===== config.mk =====
export PLATFORM = sky130hd
export DESIGN_NAME = smpc_top
export DESIGN_NICKNAME = d
export VERILOG_FILES = /design/src/rtl/smpc_pkg.sv /design/src/rtl/smpc_oreg_ram.sv /design/src/rtl/smpc_rtc.sv /design/src/rtl/smpc_host_regs.sv /design/src/rtl/smpc_cmd_seq.sv /design/src/rtl/smpc_top.sv
export SDC_FILE = /design/constraint.sdc
export NUM_CORES = 1
export LEC_CHECK = 0
export ABC_AREA = 1
export BUFFER_PORTS_ARGS = -buffer_cell sky130_fd_sc_hd__buf_4
export CORE_ASPECT_RATIO = 0.7
export CORE_MARGIN = 4
export CORE_UTILIZATION = 40
export CTS_CLUSTER_DIAMETER = 150
export DETAILED_ROUTE_END_ITERATION = 8
export SYNTH_ARGS = -nofsm -noshare
export SYNTH_HDL_FRONTEND = slang
export SYNTH_SLANG_ARGS = --single-unit

===== constraint.sdc =====
create_clock -name CLK -period 3.9 [get_ports CLK]
set_input_delay 0.585 -clock CLK [delete_from_list [all_inputs] [get_ports CLK]]
set_output_delay 0.585 -clock CLK [all_outputs]
set_load 0.1 [all_outputs]

===== src/rtl/smpc_pkg.sv =====
`default_nettype none

package smpc_pkg;

	typedef struct packed {
		logic       cs_n;
		logic       rw_n;
		logic [5:0] addr;    // Word address A[6:1]
		logic [7:0] wdata;
	} smpc_bus_t;

	typedef struct packed {
		logic mshres_n;
		logic mshnmi_n;
		logic sshres_n;
		logic sshnmi_n;
		logic sysres_n;
		logic sndres_n;
		logic cdres_n;
	} smpc_resets_t;

	typedef struct packed {
		logic [7:0] day;
		logic [7:0] hour;
		logic [7:0] min;
		logic [7:0] sec;
	} smpc_time_t;

	typedef struct packed {
		logic       we;
		logic [4:0] addr;
		logic [7:0] data;
	} oreg_wr_t;

	typedef enum logic [4:0] {
		IDLE  = 5'b00001,
		START = 5'b00010,
		WAIT  = 5'b00100,
		EXEC  = 5'b01000,
		END   = 5'b10000
	} cmd_state_e;

	localparam logic [7:0] CMD_MSHON   = 8'h00;
	localparam logic [7:0] CMD_SSHON   = 8'h02;
	localparam logic [7:0] CMD_SSHOFF  = 8'h03;
	localparam logic [7:0] CMD_SNDON   = 8'h06;
	localparam logic [7:0] CMD_SNDOFF  = 8'h07;
	localparam logic [7:0] CMD_CDON    = 8'h08;
	localparam logic [7:0] CMD_CDOFF   = 8'h09;
	localparam logic [7:0] CMD_SYSRES  = 8'h0D;
	localparam logic [7:0] CMD_INTBACK = 8'h10;
	localparam logic [7:0] CMD_SETTIME = 8'h16;
	localparam logic [7:0] CMD_SETSMEM = 8'h17;
	localparam logic [7:0] CMD_NMIREQ  = 8'h18;
	localparam logic [7:0] CMD_RESENAB = 8'h19;
	localparam logic [7:0] CMD_RESDISA = 8'h1A;

	localparam logic [15:0] WAIT_SLAVE   = 16'd120;
	localparam logic [15:0] WAIT_CD      = 16'd159;
	localparam logic [15:0] WAIT_SYSRES  = 16'd400;
	localparam logic [15:0] WAIT_INTBACK = 16'd500;
	localparam logic [15:0] WAIT_SETTIME = 16'd279;
	localparam logic [15:0] WAIT_NMI     = 16'd127;

	localparam logic [6:0] ADDR_IREG0      = 7'h01;
	localparam logic [6:0] ADDR_COMREG     = 7'h1F;
	localparam logic [6:0] ADDR_OREG_FIRST = 7'h21;
	localparam logic [6:0] ADDR_OREG_LAST  = 7'h5F;
	localparam logic [6:0] ADDR_SR         = 7'h61;
	localparam logic [6:0] ADDR_SF         = 7'h63;

	localparam logic [4:0] OREG_LAST_IDX = 5'd31;
	localparam int         STATUS_BYTES  = 16;
	localparam logic [7:0] INTBACK_KEY   = 8'hF0;
	localparam logic [7:0] YEAR_HI       = 8'h20;
	localparam logic [7:0] YEAR_LO       = 8'h22;
	localparam logic [7:0] MONTH         = 8'h01;

	// Slaves held in reset until their ON command
	localparam smpc_resets_t RESETS_INIT = '{
		mshres_n: 1'b1,
		mshnmi_n: 1'b1,
		sshres_n: 1'b0,
		sshnmi_n: 1'b1,
		sysres_n: 1'b1,
		sndres_n: 1'b0,
		cdres_n:  1'b1
	};

endpackage

`default_nettype wire


===== src/rtl/smpc_oreg_ram.sv =====
`timescale 1ns/10ps
`default_nettype none

module smpc_oreg_ram (
	input  logic                CLK,
	input  smpc_pkg::oreg_wr_t  oreg_wr,
	input  logic [4:0]          raddr,
	output logic [7:0]          rdata
);

	logic [7:0] mem [32];    // OREG0 to OREG31

	always_ff @(posedge CLK) begin
		if (oreg_wr.we) mem[oreg_wr.addr] <= oreg_wr.data;
	end

	assign rdata = mem[raddr];    // Async read for the host mux

endmodule

`default_nettype wire


===== src/rtl/smpc_rtc.sv =====
`timescale 1ns/10ps
`default_nettype none

module smpc_rtc #(
	parameter int TICKS_PER_SEC = 4000000
) (
	input  logic                  CLK,
	input  logic                  RST_N,
	output smpc_pkg::smpc_time_t  now
);

	import smpc_pkg::*;

	localparam int CNT_W = $clog2(TICKS_PER_SEC + 1);

	logic [CNT_W-1:0] pre_cnt;
	logic             sec_tick;

	// BCD increment with wrap to 00 after last
	function automatic logic [7:0] bcd_next(input logic [7:0] v, input logic [7:0] last);
		logic [7:0] r;
		if (v == last) r = 8'h00;
		else if (v[3:0] == 4'd9) r = {v[7:4] + 4'd1, 4'h0};
		else r = v + 8'd1;
		return r;
	endfunction

	always_ff @(posedge CLK or negedge RST_N) begin
		if (!RST_N) begin
			pre_cnt  <= '0;
			sec_tick <= 1'b0;
		end else begin
			sec_tick <= 1'b0;
			if (pre_cnt == CNT_W'(TICKS_PER_SEC - 1)) begin
				pre_cnt  <= '0;
				sec_tick <= 1'b1;
			end else begin
				pre_cnt <= pre_cnt + 1'b1;
			end
		end
	end

	always_ff @(posedge CLK or negedge RST_N) begin
		if (!RST_N) begin
			now <= '0;
		end else if (sec_tick) begin
			now.sec <= bcd_next(now.sec, 8'h59);
			if (now.sec == 8'h59) begin
				now.min <= bcd_next(now.min, 8'h59);
				if (now.min == 8'h59) begin
					now.hour <= bcd_next(now.hour, 8'h23);
					if (now.hour == 8'h23) now.day <= bcd_next(now.day, 8'h99);
				end
			end
		end
	end

endmodule

`default_nettype wire


===== src/rtl/smpc_host_regs.sv =====
`timescale 1ns/10ps
`default_nettype none

module smpc_host_regs (
	input  logic                 CLK,
	input  logic                 RST_N,
	input  smpc_pkg::smpc_bus_t  bus,
	input  logic                 sf_clear,
	input  logic [2:0]           sr_hi,
	input  logic [7:0]           oreg_rdata,
	output logic [7:0]           rdata,
	output logic [7:0]           comreg,
	output logic [31:0]          ireg,
	output logic                 cmd_req,
	output logic [4:0]           oreg_raddr
);

	import smpc_pkg::*;

	localparam int IREG_COUNT = 7;

	logic                 cs_n_q;
	logic                 rw_n_q;
	logic                 wr_stb;
	logic                 rd_stb;
	logic [6:0]           byte_addr;
	logic [2:0]           ireg_idx;
	logic                 ireg_hit;
	logic [IREG_COUNT-1:0][7:0] ireg_q;
	logic                 sf;
	logic [7:0]           sr;
	logic [7:0]           rd_mux;

	assign byte_addr = {bus.addr, 1'b1};
	assign wr_stb    = !bus.rw_n && rw_n_q && !bus.cs_n;
	assign rd_stb    = !bus.cs_n && cs_n_q && bus.rw_n;

	assign ireg_idx   = 3'(bus.addr - ADDR_IREG0[6:1]);
	assign ireg_hit   = byte_addr >= ADDR_IREG0
		&& byte_addr <= ADDR_IREG0 + 7'(2 * (IREG_COUNT - 1));
	assign oreg_raddr = 5'(bus.addr - ADDR_OREG_FIRST[6:1]);

	assign ireg = ireg_q[3:0];    // IREG0 in the low byte
	assign sr   = {sr_hi, 1'b0, ireg_q[1][7:4]};

	always_comb begin
		if (byte_addr >= ADDR_OREG_FIRST && byte_addr <= ADDR_OREG_LAST) begin
			rd_mux = oreg_rdata;
		end else if (byte_addr == ADDR_SR) begin
			rd_mux = sr;
		end else if (byte_addr == ADDR_SF) begin
			rd_mux = {7'b0000000, sf};
		end else begin
			rd_mux = 8'h00;
		end
	end

	always_ff @(posedge CLK or negedge RST_N) begin
		if (!RST_N) begin
			cs_n_q  <= 1'b1;
			rw_n_q  <= 1'b1;
			comreg  <= 8'h00;
			ireg_q  <= '0;
			sf      <= 1'b0;
			cmd_req <= 1'b0;
			rdata   <= 8'h00;
		end else begin
			cs_n_q  <= bus.cs_n;
			rw_n_q  <= bus.rw_n;
			cmd_req <= 1'b0;

			if (sf_clear) sf <= 1'b0;    // Command done

			if (wr_stb) begin
				if (ireg_hit) begin
					ireg_q[ireg_idx] <= bus.wdata;
				end else if (byte_addr == ADDR_COMREG) begin
					comreg  <= bus.wdata;
					cmd_req <= 1'b1;
				end else if (byte_addr == ADDR_SF && bus.wdata[0]) begin
					sf <= 1'b1;    // Host set wins over a same-cycle clear
				end
			end

			if (rd_stb) rdata <= rd_mux;
		end
	end

endmodule

`default_nettype wire


===== src/rtl/smpc_cmd_seq.sv =====
`timescale 1ns/10ps
`default_nettype none

module smpc_cmd_seq (
	input  logic                    CLK,
	input  logic                    RST_N,
	input  logic [7:0]              comreg,
	input  logic [31:0]             ireg,
	input  logic                    cmd_req,
	input  logic [3:0]              area_code,
	input  smpc_pkg::smpc_time_t    now,
	output smpc_pkg::smpc_resets_t  resets,
	output logic                    mirq_n,
	output logic                    sf_clear,
	output logic [2:0]              sr_hi,
	output smpc_pkg::oreg_wr_t      oreg_wr
);

	import smpc_pkg::*;

	cmd_state_e      state;
	logic            pending;
	logic [15:0]     wait_cnt;
	logic [4:0]      oreg_cnt;
	logic            resd;
	logic            ste;
	logic [3:0][7:0] smem;
	logic [15:0]     wait_len;
	logic            known;
	logic            is_intback;
	logic            intback_ok;
	logic [7:0]      status_byte;

	assign is_intback = comreg == CMD_INTBACK;
	// Key in IREG2, status request in IREG0 bit 0
	assign intback_ok = ireg[23:16] == INTBACK_KEY && ireg[0];

	always_comb begin
		wait_len = WAIT_SLAVE;
		known    = 1'b1;
		case (comreg)
			CMD_MSHON, CMD_SSHON, CMD_SSHOFF, CMD_SNDON, CMD_SNDOFF: wait_len = WAIT_SLAVE;
			CMD_CDON, CMD_CDOFF, CMD_SETSMEM:                        wait_len = WAIT_CD;
			CMD_SYSRES:                                              wait_len = WAIT_SYSRES;
			CMD_INTBACK:                                             wait_len = WAIT_INTBACK;
			CMD_SETTIME:                                             wait_len = WAIT_SETTIME;
			CMD_NMIREQ, CMD_RESENAB, CMD_RESDISA:                    wait_len = WAIT_NMI;
			default:                                                 known    = 1'b0;
		endcase
	end

	always_comb begin
		if (oreg_cnt == OREG_LAST_IDX) begin
			status_byte = comreg;
		end else if (oreg_cnt >= STATUS_BYTES) begin
			status_byte = 8'h00;
		end else begin
			case (oreg_cnt[3:0])
				4'd0:  status_byte = {ste, resd, 6'b000000};
				4'd1:  status_byte = YEAR_HI;
				4'd2:  status_byte = YEAR_LO;
				4'd3:  status_byte = MONTH;
				4'd4:  status_byte = now.day;
				4'd5:  status_byte = now.hour;
				4'd6:  status_byte = now.min;
				4'd7:  status_byte = now.sec;
				4'd9:  status_byte = {4'b0000, area_code};
				4'd10: status_byte = {4'b0011, ~resets.mshnmi_n, 1'b1,
					~resets.sysres_n, ~resets.sndres_n};
				4'd11: status_byte = {1'b0, ~resets.cdres_n, 6'b000000};
				4'd12, 4'd13, 4'd14, 4'd15: status_byte = smem[oreg_cnt[1:0]];
				default: status_byte = 8'h00;
			endcase
		end
	end

	always_comb begin
		sf_clear     = 1'b0;
		oreg_wr.we   = 1'b0;
		oreg_wr.addr = OREG_LAST_IDX;
		oreg_wr.data = comreg;
		if (state == EXEC) begin
			oreg_wr.we = 1'b1;
			if (is_intback) begin
				oreg_wr.addr = oreg_cnt;
				oreg_wr.data = status_byte;
				sf_clear     = oreg_cnt == 5'd0;    // SF drops on the first status byte
			end else begin
				sf_clear = 1'b1;
			end
		end
	end

	always_ff @(posedge CLK) begin
		if (state == EXEC && comreg == CMD_SETSMEM) smem <= ireg;
	end

	always_ff @(posedge CLK or negedge RST_N) begin
		if (!RST_N) begin
			state    <= IDLE;
			pending  <= 1'b0;
			wait_cnt <= 16'd0;
			oreg_cnt <= 5'd0;
			resets   <= RESETS_INIT;
			mirq_n   <= 1'b1;
			sr_hi    <= 3'b000;
			resd     <= 1'b1;
			ste      <= 1'b0;
		end else begin
			// Writes during a busy command fold into one request
			pending <= (pending || cmd_req) && state != IDLE;

			unique case (state)
				IDLE: begin
					if (pending || cmd_req) state <= START;
					oreg_cnt <= 5'd0;
				end

				START: begin
					if (is_intback && !intback_ok) begin
						state <= END;
					end else begin
						mirq_n <= 1'b1;    // Next accepted command releases the interrupt
						sr_hi  <= 3'b000;
						if (known) begin
							wait_cnt <= wait_len - 16'd1;
							state    <= WAIT;
						end else begin
							state <= EXEC;
						end
					end
				end

				WAIT: begin
					if (wait_cnt == 16'd0) state <= EXEC;
					else wait_cnt <= wait_cnt - 16'd1;
				end

				EXEC: begin
					state <= END;
					case (comreg)
						CMD_MSHON:   resets.mshres_n <= 1'b1;
						CMD_SSHON:   resets.sshres_n <= 1'b1;
						CMD_SSHOFF:  resets.sshres_n <= 1'b0;
						CMD_SNDON:   resets.sndres_n <= 1'b1;
						CMD_SNDOFF:  resets.sndres_n <= 1'b0;
						CMD_CDON:    resets.cdres_n  <= 1'b1;
						CMD_CDOFF:   resets.cdres_n  <= 1'b0;
						CMD_SYSRES:  resets          <= '0;
						CMD_NMIREQ:  resets.mshnmi_n <= 1'b0;
						CMD_RESENAB: resd            <= 1'b0;
						CMD_RESDISA: resd            <= 1'b1;
						CMD_SETTIME: ste             <= 1'b1;
						CMD_INTBACK: begin
							oreg_cnt <= oreg_cnt + 5'd1;
							if (oreg_cnt == OREG_LAST_IDX) begin
								sr_hi  <= 3'b010;
								mirq_n <= 1'b0;
							end else begin
								state <= EXEC;    // One OREG byte per cycle
							end
						end
						default: ;
					endcase
				end

				END: begin
					if (comreg == CMD_SYSRES) resets <= '1;
					if (comreg == CMD_NMIREQ) resets.mshnmi_n <= 1'b1;
					state <= IDLE;
				end
			endcase
		end
	end

endmodule

`default_nettype wire


===== src/rtl/smpc_top.sv =====
`timescale 1ns/10ps
`default_nettype none

module smpc_top #(
	parameter int TICKS_PER_SEC = 4000000
) (
	input  logic                    CLK,
	input  logic                    RST_N,
	input  smpc_pkg::smpc_bus_t     bus,
	input  logic [3:0]              area_code,
	output logic [7:0]              rdata,
	output smpc_pkg::smpc_resets_t  resets,
	output logic                    mirq_n
);

	import smpc_pkg::*;

	logic [7:0]  comreg;
	logic [31:0] ireg;
	logic        cmd_req;
	logic        sf_clear;
	logic [2:0]  sr_hi;
	logic [4:0]  oreg_raddr;
	logic [7:0]  oreg_rdata;
	oreg_wr_t    oreg_wr;
	smpc_time_t  now;

	smpc_host_regs u_host_regs (
		.CLK        (CLK),
		.RST_N      (RST_N),
		.bus        (bus),
		.sf_clear   (sf_clear),
		.sr_hi      (sr_hi),
		.oreg_rdata (oreg_rdata),
		.rdata      (rdata),
		.comreg     (comreg),
		.ireg       (ireg),
		.cmd_req    (cmd_req),
		.oreg_raddr (oreg_raddr)
	);

	smpc_cmd_seq u_cmd_seq (
		.CLK       (CLK),
		.RST_N     (RST_N),
		.comreg    (comreg),
		.ireg      (ireg),
		.cmd_req   (cmd_req),
		.area_code (area_code),
		.now       (now),
		.resets    (resets),
		.mirq_n    (mirq_n),
		.sf_clear  (sf_clear),
		.sr_hi     (sr_hi),
		.oreg_wr   (oreg_wr)
	);

	smpc_rtc #(
		.TICKS_PER_SEC (TICKS_PER_SEC)
	) u_rtc (
		.CLK   (CLK),
		.RST_N (RST_N),
		.now   (now)
	);

	smpc_oreg_ram u_oreg_ram (
		.CLK     (CLK),
		.oreg_wr (oreg_wr),
		.raddr   (oreg_raddr),
		.rdata   (oreg_rdata)
	);

endmodule

`default_nettype wire


==> summary.txt <==
Outcome
  • Run status: finished clean

Detailed routing
  • WL met3: 4.062 mm
  • DRT Pass-1 Iters: 7
  • Number of remaining DRC errors: 0
  • Initial DRC Count: 1469
  • Vias: 15500
  • DRT Wirelength: 54.41 mm
  • Wire length on met2: 22.43 mm
  • Highest metal used: met4
  • Vias/cell: 5.155
  • Wl on met1: 27.02 mm
  • DRT antenna net count: 0
  • Wirelength per Cell: 18.10 µm

Clock network
  • Clock tree sinks: 432
  • Worst-path clk slew: 0.06 ns
  • CTS buffer count: 45
  • CTS resizes: 0
  • Cts hold-fix bufs: 0
  • Worst-skew pair later-pin latency: 0.56 ns
  • Post-CTS Setup Inserts: 0
  • CTS tree: built
  • Clock root buffer: clkbuf_16
  • Max clock buf depth: 3
  • Number of H-tree levels: 2

Yosys
  • Post-synthesis sequential area ratio: 59.22%
  • Share of the synthesized area in the top cell type: 41.76%
  • Synth warnings: 0
  • Largest cells by area after synthesis: edfxtp_1 (42%), dfrtp_1 (16%), nand2_1 (14%), nand3_1 (4.3%), inv_1 (4.0%)
  • Cell Area, Synth: 0.02071 mm²
  • Synth unique cells: 54
  • #FFs+latches synth: 432
  • Syn nets: 2308
  • Post-synth top flop: edfxtp_1
  • Yosys top cell by area: edfxtp_1
  • Count of flip-flops with a built-in enable after synthesis: 288
  • Syn_area_per_cell: 9.155 µm²
  • Cells after Synth: 2262
  • Async set-reset flop share out of synthesis: 33.33%

Setup path
  • Worst path slowest cell: nor2_1
  • Worst setup path category: register to register
  • CP Max Fanout: 13
  • Crit. End Element: register
  • Top Family by Delay on Critical Path: simple AND/OR/NAND/NOR gates
  • CP max stage delay: 0.81 ns
  • Cell Chain, Critical Path: nor2_2 > nand3_2 > nor2_8 > nand2_1 > inv_2 > nand2_1 > nor2_1
  • Worst setup path start: u_cmd_seq.state[1]
  • Crit path required time: 4.08 ns
  • Most frequent CP cell: nand2_1
  • CP Data Arrival Time: 3.11 ns
  • Worst path buffer plus inverter count: 1
  • Critical Path Source Type: register
  • Worst r2r src: u_cmd_seq.state[1]

Finish
  • Multi-input gate area in the final layout: 0.007159 mm²
  • # fillers: 4854
  • Layout area overhead: 11.61%
  • Non-filler cells, final: 3007
  • Commonest non-fill, non-tap cell in the layout: nand2_1
  • Seq. cell area: 0.01226 mm²
  • Commonest cells after routing, fill and taps aside: nand2_1 (780), edfxtp_1 (288), inv_1 (220), nand3_1 (179), nor2_1 (178)
  • Layout cell share with drive strength beyond 1: 9.944%
  • Final net count: 2342
  • Final core utilization: 45.37%
  • # diodes: 0

Global route
  • Global-route wire length before repair: 85.06 mm
  • Vias in the first global route: 14540
  • Total gr overflow: 0
  • Initial antenna violation count: 0
  • Pin count of the biggest net entering global routing: 88
  • Total global-route track usage: 19.44%

Floorplan
  • Die area: 0.05553 mm²
  • Std-Cell Rows: 69
  • Core footprint: 0.05094 mm²
  • Ports: 38
  • DIE WIDTH: 280.0 µm
  • Initial Utilization: 40.66%
  • Die height: 198.4 µm

Timing
  • Unrepaired setup endpoints after global routing: false
  • Normalized max-slew margin: 40.89%
  • Worst slew pin tran: 0.8834 ns
  • Fin crit period: 2.940 ns
  • Fin worst setup slack: 0.9602 ns
  • Final Max Tran Viols: 0
  • Worst Clk Skew: 0.02473 ns
  • Setup TNS: 0 ns
  • Hold Vio Cnt, Final: 0
  • Tcrit/Tclk final: 75.38%
  • F_max: 0.3402 GHz
  • Setup Viol. Count Final: 0

Power
  • Leak: 9.952 nW
  • Pwr/cell area: 458.2 mW/mm²
  • Worst vdd ir: 0.3323 mV

Flow run
  • MaxCap Viol Count: 0

Placed design
  • Port bufs: 37
  • Pre-CTS setup slack: 0.8825 ns
  • GPL Wtd Cong: 0.9020
  • Dpl cells: 2923
  • Post-DP HPWL: 36.30 mm

Worst hold path
  • Worst hold path type: input port to async pin
-- area by class of cell --
type                    instances  area share (%)
multi-input cells            1514           30.98
clock buffers                  56           5.278
repair buffers                 60           2.073
well taps                     674           3.649
inverters                     243           3.979
clock inverters                28          0.9853
flip-flops and latches        432           53.06
-- report_power, final --
group	internal (mW)	total, mW	switching [mW]
Combinational	0.299	1.21	0.911
Sequential	5.03	5.12	0.0901
Clock	2.43	4.26	1.83
Total	7.76	10.6	2.83
-- path summary, 6_finish.rpt --
| path | end | slack, ns | cells after the start |
|---|---|---|---|
| max | u_oreg_ram.mem[5][7] | 0.96 | 7 |
| min | u_rtc.pre_cnt[3] | 0.02 | 1 |
| max reg2reg | u_oreg_ram.mem[5][7] | 0.96 | 7 |
| min reg2reg | u_cmd_seq.smem[30] | 0.44 | 0 |
| max in group asynchronous | u_host_regs.ireg[27] | 2.96 | 2 |
| min in group CLK | u_host_regs.cs_n_q | 0.17 | 1 |
-- metal layers --
metal | GRT usage, % | vias up
li1 | - | 7458
met1 | 31.06 | 7452
met2 | 27.62 | 523
met3 | 3.508 | 67
met4 | 3.902 | 0
met5 | 0 | -
-- state kept, by name (all words and copies together) (netlist names), 5 cells and up --
| signal | flops |
|---|---|
| u_host_regs.comreg | 8 |
| u_oreg_ram.mem | 256 |
| u_cmd_seq.oreg_cnt | 5 |
| u_cmd_seq.state | 5 |
| u_rtc.now | 32 |
| u_host_regs.rdata | 8 |
| u_host_regs.ireg | 32 |
| u_cmd_seq.resets | 6 |
| u_cmd_seq.wait_cnt | 16 |
| u_rtc.pre_cnt | 22 |
| u_cmd_seq.smem | 32 |
-- cells by family (layout without fill, tap and decap cells) --
logic type	Yosys count	count (layout)	synth area share, %
buf+inv	316	387	6.223
compound gates	187	187	4.979
xor+xnor	38	38	1.607
fa+ha+maj	24	24	1.450
simple gates	1265	1265	26.52
flops	432	432	59.22
-- through the flow --
stage,hold WS [ns],power [mW],area (µm²)
after floorplan,0.2894,6.093,20710
after global placement,0.4253,6.406,21660
after detailed placement,0.4326,6.423,21660
after CTS,0.02519,10.66,23110
after global routing,0.05093,11.01,23110
final,0.01578,10.59,23110
-- synth_stat cells, types with 6 or more instances --
cell / instances
o21ai_0: 84
a21oi_1: 37
buf_2: 30
nand2_2: 30
nand4_1: 33
ha_1: 24
nor2_2: 8
inv_2: 18
o21ai_1: 22
nor2_4: 9
nor2_1: 179
o21a_1: 6
dfrtp_1: 135
edfxtp_1: 288
xnor2_1: 9
xor2_1: 29
clkbuf_1: 27
buf_1: 7
nand3_1: 179
nor3_1: 17
nand3_2: 6
o22ai_1: 25
inv_1: 220
dfstp_2: 9
nand2_1: 780
Note: power is estimated with default switching activity, not from simulation.
